File: config.mk
export PLATFORM = sky130hd
export DESIGN_NAME = mem_stage
export DESIGN_NICKNAME = d
export VERILOG_FILES = /design/src/design/rv_isa_pkg.sv /design/src/design/mem_stage_pkg.sv /design/src/design/mem_stage.sv /design/src/design/mem_wb_reg.sv /design/src/design/flow_resolve.sv /design/src/design/result_path.sv /design/src/design/mem_access.sv
export SDC_FILE = /design/constraint.sdc
export NUM_CORES = 1
export LEC_CHECK = 0
export ABC_AREA = 1
export BUFFER_PORTS_ARGS = -buffer_cell sky130_fd_sc_hd__buf_2
export CORE_AREA = 2 2 254 256
export CTS_CLUSTER_DIAMETER = 50
export DETAILED_ROUTE_END_ITERATION = 8
export DIE_AREA = 0 0 256 258
export GPL_TIMING_DRIVEN = 0
export MAX_ROUTING_LAYER = met4
export PLACE_DENSITY = 0.41
export SETUP_SLACK_MARGIN = 0.5
export SLEW_MARGIN = 5
export SYNTH_ARGS = -nofsm -noshare
export SYNTH_HDL_FRONTEND = slang
export SYNTH_SLANG_ARGS = --single-unit
File: constraint.sdc
create_clock -name clk -period 6.5 [get_ports clk]
set_input_delay 0.65 -clock clk [delete_from_list [all_inputs] [get_ports clk]]
set_output_delay 0.65 -clock clk [all_outputs]
set_load 0.02 [all_outputs]
File: src/design/rv_isa_pkg.sv
package rv_isa_pkg;

  // Base integer data width, fixed for RV32
  localparam int XLEN = 32;

  // Data and address word
  typedef logic [XLEN-1:0] word_t;

  // Raw instruction word
  typedef logic [31:0] instr_t;

  // Register file index
  typedef logic [4:0] reg_addr_t;

  // Load/store size and sign field
  typedef logic [2:0] funct3_t;

  // One strobe bit per byte lane
  typedef logic [XLEN/8-1:0] strb_t;

  // Major opcode of JAL
  localparam logic [6:0] OP_JAL = 7'b1101111;

  // Load/store funct3 encodings
  // Bits [1:0] give the access size, bit 2 selects zero extension
  localparam funct3_t F3_B  = 3'd0;
  localparam funct3_t F3_H  = 3'd1;
  localparam funct3_t F3_W  = 3'd2;
  localparam funct3_t F3_BU = 3'd4;
  localparam funct3_t F3_HU = 3'd5;

  // Canonical NOP, addi x0, x0, 0
  localparam instr_t I_NOP = 32'h00000013;

  // Trap causes carried down the pipeline
  typedef enum logic [1:0] {
    TRAP_NONE          = 2'd0,
    TRAP_LDST_MISALIGN = 2'd1
  } trap_code_t;

  // Source of the value written back to rd
  typedef enum logic [2:0] {
    RES_ALU = 3'd0,
    RES_MEM = 3'd1,
    RES_PC4 = 3'd2,
    RES_TGT = 3'd3
  } res_src_t;

endpackage
File: src/design/mem_stage_pkg.sv
package mem_stage_pkg;
  import rv_isa_pkg::*;

  // Instruction state handed over from execute
  typedef struct packed {
    logic       valid;
    logic       reg_write;
    logic       mem_read;
    logic       mem_write;
    res_src_t   res_src;
    instr_t     instr;
    reg_addr_t  rd;
    funct3_t    funct3;
    word_t      alu_result;   // Also the effective address for loads and stores
    word_t      rs2_data;
    word_t      pc_plus4;
    word_t      jb_target;
    logic       trap;
    trap_code_t trap_code;
  } ex_mem_t;

  // Branch resolution and prediction made at fetch
  typedef struct packed {
    logic  is_branch;
    logic  is_jalr;
    logic  branch_taken;
    logic  bpred_taken;
    word_t pred_target;
  } branch_info_t;

  // Data memory request, word aligned
  typedef struct packed {
    logic  ren;
    word_t raddr;
    logic  we;
    word_t waddr;
    word_t wdata;
    strb_t wstrb;
  } dmem_req_t;

  // State captured into the writeback stage
  typedef struct packed {
    logic       valid;
    logic       reg_write;
    res_src_t   res_src;
    instr_t     instr;
    reg_addr_t  rd;
    funct3_t    funct3;
    word_t      alu_result;
    word_t      load_data;
    word_t      pc_plus4;
    word_t      jb_target;
    logic       trap;
    trap_code_t trap_code;
  } wb_t;

  // Return address stack update
  typedef struct packed {
    logic  push;
    word_t push_addr;
    logic  pop;
  } ras_upd_t;

  // Fetch redirect on misprediction
  typedef struct packed {
    logic  mispredicted;
    logic  jalr_mispredicted;
    word_t target;
  } redirect_t;

  // Writeback contents after reset, a retired NOP with no effect
  localparam wb_t WB_RST = '{
    valid:      1'b0,
    reg_write:  1'b0,
    res_src:    RES_ALU,
    instr:      I_NOP,
    rd:         '0,
    funct3:     '0,
    alu_result: '0,
    load_data:  '0,
    pc_plus4:   '0,
    jb_target:  '0,
    trap:       1'b0,
    trap_code:  TRAP_NONE
  };

endpackage

File: src/design/mem_stage.sv
module mem_stage
  import rv_isa_pkg::*;
  import mem_stage_pkg::*;
(
  input  logic         clk,
  input  logic         rst_n,
  input  logic         stall,

  // From execute
  input  ex_mem_t      ex,
  input  branch_info_t br,

  // Data memory, read data returns in the same cycle
  output dmem_req_t    dmem,
  input  word_t        dmem_rdata,

  // To writeback
  output wb_t          wb,

  // Forwarding to execute
  output word_t        result_mem,
  output word_t        load_data_mem,

  // Control flow back to fetch
  output ras_upd_t     ras,
  output redirect_t    redirect
);

  // Misalignment found by the address check
  logic misalign;

  // Address check, store formatting and memory request
  mem_access u_mem_access (
    .ex       (ex),
    .dmem     (dmem),
    .misalign (misalign)
  );

  // Load extension and forwarding value
  result_path u_result_path (
    .ex         (ex),
    .dmem_rdata (dmem_rdata),
    .load_data  (load_data_mem),
    .result     (result_mem)
  );

  // Return stack and redirect
  flow_resolve u_flow_resolve (
    .ex       (ex),
    .br       (br),
    .ras      (ras),
    .redirect (redirect)
  );

  // Pipeline register into writeback
  mem_wb_reg u_mem_wb_reg (
    .clk       (clk),
    .rst_n     (rst_n),
    .stall     (stall),
    .ex        (ex),
    .misalign  (misalign),
    .load_data (load_data_mem),
    .wb        (wb)
  );

endmodule

File: src/design/mem_wb_reg.sv
module mem_wb_reg
  import rv_isa_pkg::*;
  import mem_stage_pkg::*;
(
  input  logic    clk,
  input  logic    rst_n,
  input  logic    stall,
  input  ex_mem_t ex,
  input  logic    misalign,
  input  word_t   load_data,
  output wb_t     wb
);

  // Next writeback contents
  wb_t wb_next;

  // Trap after merging the local misalignment
  logic trap_next;

  assign trap_next = ex.trap | misalign;

  // Build the next bundle
  always_comb begin
    wb_next.valid      = ex.valid;

    // A trapped instruction must not touch the register file
    wb_next.reg_write  = ex.reg_write && !trap_next;

    wb_next.res_src    = ex.res_src;
    wb_next.instr      = ex.instr;
    wb_next.rd         = ex.rd;
    wb_next.funct3     = ex.funct3;
    wb_next.alu_result = ex.alu_result;

    // Already extended in this stage
    wb_next.load_data  = load_data;

    wb_next.pc_plus4   = ex.pc_plus4;
    wb_next.jb_target  = ex.jb_target;
    wb_next.trap       = trap_next;

    // Local misalignment wins over the cause from execute
    if (misalign) begin
      wb_next.trap_code = TRAP_LDST_MISALIGN;
    end else begin
      wb_next.trap_code = ex.trap_code;
    end
  end

  // MEM/WB register
  // Stall holds the whole bundle so the WB instruction stays put
  always_ff @(posedge clk) begin
    if (!rst_n) begin
      wb <= WB_RST;
    end else if (!stall) begin
      wb <= wb_next;
    end
  end

endmodule

File: src/design/flow_resolve.sv
module flow_resolve
  import rv_isa_pkg::*;
  import mem_stage_pkg::*;
(
  input  ex_mem_t      ex,
  input  branch_info_t br,
  output ras_upd_t     ras,
  output redirect_t    redirect
);

  // Fields decoded from the raw instruction
  logic [6:0] opcode;
  reg_addr_t  rd;
  logic       is_jal;

  // Individual misprediction flags
  logic branch_mispred;
  logic jalr_mispred;

  assign opcode = ex.instr[6:0];
  assign rd     = ex.instr[11:7];
  assign is_jal = (opcode == OP_JAL);

  // Return stack update
  // A call links into a real register, rd of x0 is a plain jump
  always_comb begin
    ras.push      = (is_jal || br.is_jalr) && (rd != '0);
    ras.push_addr = ex.pc_plus4;
    // Every JALR is treated as a return
    ras.pop       = br.is_jalr;
  end

  // Conditional branch went the other way from the prediction
  assign branch_mispred = br.is_branch && (br.branch_taken != br.bpred_taken);

  // JALR target is only known here
  // Wrong if fetch did not predict a jump, or jumped elsewhere
  assign jalr_mispred = br.is_jalr &&
                        (!br.bpred_taken || (br.pred_target != ex.jb_target));

  // Redirect
  always_comb begin
    redirect.mispredicted      = branch_mispred | jalr_mispred;
    redirect.jalr_mispredicted = jalr_mispred;

    // Predicted taken but fell through, resume at the next instruction
    if (branch_mispred && !br.branch_taken) begin
      redirect.target = ex.pc_plus4;
    end else begin
      // taken branch or JALR goes to the resolved target
      redirect.target = ex.jb_target;
    end
  end

endmodule

File: src/design/result_path.sv
module result_path
  import rv_isa_pkg::*;
  import mem_stage_pkg::*;
(
  input  ex_mem_t ex,
  input  word_t   dmem_rdata,
  output word_t   load_data,
  output word_t   result
);

  // Byte offset of the load inside the returned word
  logic [1:0] offset;

  // Read word with the addressed byte moved to lane 0
  word_t rdata_shifted;

  // Candidate narrow values
  logic [7:0]  ld_byte;
  logic [15:0] ld_half;

  assign offset        = ex.alu_result[1:0];
  assign rdata_shifted = dmem_rdata >> {offset, 3'b000};
  assign ld_byte       = rdata_shifted[7:0];
  assign ld_half       = rdata_shifted[15:0];

  // Load extension
  // Signed kinds replicate the top bit, unsigned kinds pad with zero
  always_comb begin
    case (ex.funct3)
      F3_B:    load_data = {{(XLEN-8){ld_byte[7]}}, ld_byte};
      F3_H:    load_data = {{(XLEN-16){ld_half[15]}}, ld_half};
      F3_BU:   load_data = {{(XLEN-8){1'b0}}, ld_byte};
      F3_HU:   load_data = {{(XLEN-16){1'b0}}, ld_half};
      F3_W:    load_data = dmem_rdata;
      // Unused encodings return the raw word
      default: load_data = dmem_rdata;
    endcase
  end

  // Forwarding result
  // Same selection as writeback, so a dependent op in execute
  // sees the final rd value one stage early
  always_comb begin
    case (ex.res_src)
      RES_MEM: result = load_data;
      // Link address of JAL and JALR
      RES_PC4: result = ex.pc_plus4;
      // AUIPC style target
      RES_TGT: result = ex.jb_target;
      RES_ALU: result = ex.alu_result;
      default: result = ex.alu_result;
    endcase
  end

endmodule

File: src/design/mem_access.sv
module mem_access
  import rv_isa_pkg::*;
  import mem_stage_pkg::*;
(
  input  ex_mem_t   ex,
  output dmem_req_t dmem,
  output logic      misalign
);

  // Byte offset of the access inside its word
  logic [1:0] offset;

  // Store data masked to the access size, before lane shift
  word_t st_data;

  // Strobes for the access size at offset 0
  strb_t size_mask;

  // Any trap, from execute or found here
  logic trap_any;

  assign offset = ex.alu_result[1:0];

  // Misalignment check
  // Only halfword and word accesses can be misaligned
  always_comb begin
    misalign = 1'b0;
    if (ex.mem_read || ex.mem_write) begin
      case (ex.funct3[1:0])
        F3_H[1:0]: misalign = offset[0];
        F3_W[1:0]: misalign = |offset;
        default:   misalign = 1'b0;
      endcase
    end
  end

  assign trap_any = ex.trap | misalign;

  // Store data and strobe by size
  // Bits above the access size are cleared so unused lanes carry zero
  always_comb begin
    case (ex.funct3[1:0])
      F3_B[1:0]: begin
        st_data   = {{(XLEN-8){1'b0}}, ex.rs2_data[7:0]};
        size_mask = 4'b0001;
      end
      F3_H[1:0]: begin
        st_data   = {{(XLEN-16){1'b0}}, ex.rs2_data[15:0]};
        size_mask = 4'b0011;
      end
      default: begin
        st_data   = ex.rs2_data;
        size_mask = 4'b1111;
      end
    endcase
  end

  // Memory request
  always_comb begin
    // No access leaves the stage once a trap is pending
    dmem.ren   = ex.mem_read && !trap_any;
    dmem.we    = ex.mem_write && !trap_any;

    // Memory is word addressed, lanes are picked by strobes
    dmem.raddr = {ex.alu_result[XLEN-1:2], 2'b00};
    dmem.waddr = {ex.alu_result[XLEN-1:2], 2'b00};

    // Move the data into its byte lanes
    dmem.wdata = st_data << {offset, 3'b000};

    // Strobes stay quiet for non-stores
    dmem.wstrb = ex.mem_write ? strb_t'(size_mask << offset) : '0;
  end

endmodule

# Word-level counts from Yosys, hierarchy flattened
# Cells that the tools add are included.
# totals
register_bits	176
wordCells	54
# op_classes
mux	9
n_eq_ne	11
n_reduce_logical	17
bitwise_logic	2
shift	3
# ops
op	count
one-hot mux 32 bit (4 select lines)	1
one-hot mux 32 bit (3 select lines)	1
one-hot mux 32 bit (2 select lines)	1
2-to-1 mux 32 bit	1
!= test 32 bit	1
<< shifter 32 x 5 -> 32 bit	1
right shift 32 x 5 -> 16 bit	1
one-hot mux 4 bit (2 select lines)	1
equality test 7 bit (second input constant)	1
logical AND 1 bit	7
equality test 3 x 1 -> 1 bit (second input constant)	2
equality test 3 x 2 -> 1 bit (second input constant)	2
equality test 3 bit (second input constant)	2
nonzero test 5 bit	1
2-to-1 mux 4 bit	1
<< shifter 4 x 2 -> 4 bit	1
logical NOT 1 bit	3
logical NOT 3 bit	1
logical OR 1 bit	3
equality test 2 x 1 -> 1 bit (second input constant)	1
equality test 2 bit (second input constant)	1
logical NOT 2 bit	1
2-to-1 mux 2 bit	1
OR 1 bit	2
4 further kinds	4

# Depth between registers and ports, before layout
# depth
ltp_word	6
depth_mapped	13
ltp_nobuf	11

# Hierarchy
# From an unflattened synthesis, not the netlist that was laid out.
# hier_totals
cells_unflattened	1671
hier_area_um2	10735.3
# by_module_without_submodules
mod	cells_per_inst	area_per_inst_um2	instances
mem_wb_reg	767	6179.7	1
result_path	435	2028.2	1
flow_resolve	245	1282.5	1
mem_access	224	1244.9	1

# Least setup slack after synthesis
# OpenSTA, ideal clock, no wires.
# synth_path
path_type	input-to-output
from	input port ex[132] in the netlist's numbering
to	output port dmem[35] in the netlist's numbering
slack_ns	3.226
n_path_buf	3
arrival_time_ns	2.624
required_time_ns	5.850
path_stages	8
path_cell_list	clkbuf_1 > clkbuf_1 > inv_1 > ha_1 > nor2_1 > clkbuf_1 > a21oi_1 > a211oi_1
# synth_rtl
element	line	source
start: declaration	mem_stage.sv:10	input ex_mem_t ex,
end: declaration	mem_stage.sv:14	output dmem_req_t dmem,

==> impl_metrics.toml <==
[outcome]
run_status = "finished, final reports clean"

[routing]
postRouteWirelength_um = 71400
number_of_remaining_drc_errors = 0
detailedRoute.firstIterationViolations = 780
via_count = 13300
wl_per_cell_um = 22.5
vias_per_cell = 4.20
drt_first_pass_iters = 5
ant_nets = 0

[floorplanning]
floorplan.initialDensity_pct = 16.3
total_core_area_mm2 = 0.0636
floorplan.die.height_um = 258
rows = 93
design.die.area_mm2 = 0.0660
floorplan.die.width_um = 256
count_of_pins_on_the_block_boundary = 659

[clock_network]
cts_tree = "yes"
tritoncts.num_buffers = 17
cts_htree_levels = 4
post_cts_buffers = 0
postCtsResizedCells = 0
clock_sinks = 176
clkLatencyLatePin_ns = 0.49
ctsLongestPathBuffers = 2
clk_pin_slew_worst_paths_ns = 0.08
cts-root-buf = "sky130_fd_sc_hd__clkbuf_16"
cts-hold-fix-buffers = 0

[synth]
post_synth_inst_count = 1625
dominantRegCellSynth = "sky130_fd_sc_hd__dfxtp_1"
syn-mean-instance-area_um2 = 6.38
post_synth_and_or_nand_nor_area_fraction_pct = 30.4
synth_fa_ha_area_share_pct = 0.362
yosys.area_share.xor_xnor_pct = 0.676
synth_top_family_by_area = "simple AND/OR/NAND/NOR gates"
synth.distinct_cells = 36
async_reset_ff_share_pct = 0
ys_ff_latch = 176
compound_gate_portion_of_the_synthesized_area_pct = 16.1
synthesis.yosys.warnings = 0
synth.mux.area_fraction_pct = 0
yosysSeqAreaShare_pct = 34.0
synthesis.area_mm2 = 0.0104
synth_enable_flop_cells = 0

[grt]
antenna_found_initial = 11
largest_net_degree_at_the_start_of_global_routing = 19
grt_pass1_vias = 13300
grtUsageTotal_pct = 21.6
global_route.overflow_total = 0
grt_pass1_wl_um = 98000

[sta]
maxClockFrequency_ghz = 0.189
timing.clock.skew_ns = 0
worst_slew_margin_rel_pct = 24.4
post-route-period-util_pct = 81.4
timing.setup.tns_ns = 0
rsz0062_at_grt = "no"
period_needed_ns = 5.29
worst_setup_slack_after_layout_ns = 1.21
report.final.setup_viol = 0
max_slew_violation_count = 0
timing_worst_slew_pin_value_ns = 1.13
finalHoldViolations = 0

[place]
dpl.hpwl_um = 59800
finalWeightedCongestion = 0.987
placement.setup.worst_slack_ns = 1.04
port_buffers = 650

[worst_setup_path]
crit_path_start_kind = "primary input"
crit_path_max_delay_cell_type = "sky130_fd_sc_hd__a31oi_1"
crit_path_cell_trace = "buf_2 > clkbuf_1 > clkbuf_1 > inv_1 > ha_1 > nor2_1 > inv_1 > a31oi_1 > nand2_1 > nand3_1 > buf_2"
worstSetupPathType = "in2out"
worstPathRequired_ns = 5.85
cp.arrival_ns = 4.64
slowest_delay_ns = 0.89
crit_path_end_kind = "output pin"
timing.critical_path.fanout_max = 10

[finish]
area_growth_syn_to_layout_pct = 47.6
largest_reg_flops = 176
nNetsFinal = 2549
max_flop_register = "u_mem_wb_reg.wb"
final_layout_size_suffix_gt1_share_pct = 37.5
layout_top_registers = "u_mem_wb_reg.wb (176)"

[power_and_ir_drop]
cellPowerDensity_mw_per_mm2 = 222
ir_drop_mv = 0.160
static_leakage_power_nw = 8.32

[min_path]
hold_path.class = "in2reg"

[run]
max-cap-violations = 0
==> cells in the final DEF (no fill, tap or decap), types with 62 or more instances in the layout <==
cell / instances
sky130_fd_sc_hd__buf_2: 677
sky130_fd_sc_hd__nor2_1: 379
sky130_fd_sc_hd__nand2_1: 280
sky130_fd_sc_hd__dfxtp_1: 176
sky130_fd_sc_hd__o21ai_0: 171
sky130_fd_sc_hd__buf_4: 134
sky130_fd_sc_hd__inv_1: 113
sky130_fd_sc_hd__a21oi_1: 106
sky130_fd_sc_hd__nand3_1: 67
sky130_fd_sc_hd__clkbuf_1: 62
==> stage by stage <==
stage | hold slack [ns] | cell area [µm²] | instances | util [%] | power (mW)
2_1_floorplan | 0.544 | 10400 | 1628 | - | 1.82
6_report | 0.390 | 15300 | 3174 | 24.0 | 3.39
4_1_cts | 0.352 | 15300 | 3165 | 24.0 | 3.44
3_3_place_gp | 0.453 | 14700 | 3133 | 23.1 | 2.34
5_1_grt | 0.369 | 15300 | 3172 | 24.0 | 3.56
3_5_place_dp | 0.460 | 14700 | 3133 | 23.1 | 2.34
==> power by group <==
group	switching, mW	internal (mW)
Combinational	0.752	0.360
Clock	0.568	0.519
Sequential	0.0389	1.15
==> cell type report <==
type,count,area (µm²)
inverter,117,444
sequential,176,3520
clock buffer,18,439
clock inverter,14,139
tap,855,1070
buffer,233,1460
multi-input combinational,1102,4950
antenna,9,22.5
timing repair buffer,650,3250
fill,7423,48400
==> cell families (layout without fill, tap and decap cells) <==
logic type,count (synthesis),in the layout
AO/OA/AOI/OAI,312,312
flip-flops,176,176
XOR/XNOR,8,8
other,1,13
AND/OR/NAND/NOR,775,775
buffers and inverters,350,1032
adder cells (fa/ha/maj),3,3
==> synth_stat cells (all sizes together), types with 3 or more instances <==
cell type	n	area share (%)
nor2	380	14
nand2	284	10
dfxtp	176	34
o21ai	173	8.4
buf	171	12
inv	117	4.3
a21oi	106	5.1
nand3	73	3.8
clkbuf	62	2.2
nand4	35	2.1
o221ai	15	1.3
o211ai	12	0.92
xnor2	7	0.59
ha	3	0.36
==> metal layers <==
metal  up-vias  wire (µm)  track usage, %
met4         0       1790            6.77
li1       6440          -               -
met3        63       4230            4.62
met5         -          0               -
met1      6272      29200            24.2
met2       550      36200            38.1
==> final timing paths <==
kind              slack (ns)  cells after the start                   end            startpoint
hold reg to reg         0.48                      2  u_mem_wb_reg.wb[143]  u_mem_wb_reg.wb[143]
setup reg to reg        5.76                      2   u_mem_wb_reg.wb[10]   u_mem_wb_reg.wb[10]
hold / removal          0.39                      3  u_mem_wb_reg.wb[153]               ex[153]
setup / recovery        1.21                     11         result_mem[7]               ex[132]
==> critical path: cells and delay by family <==
family | cells | cell delay [ns]
adders and majority gates | 1 | 0.29
AOI/OAI and AO/OA | 1 | 0.89
and+or+nand+nor | 3 | 0.95
buffers and inverters | 6 | 1.84
Power figures use the tool's default switching activity.
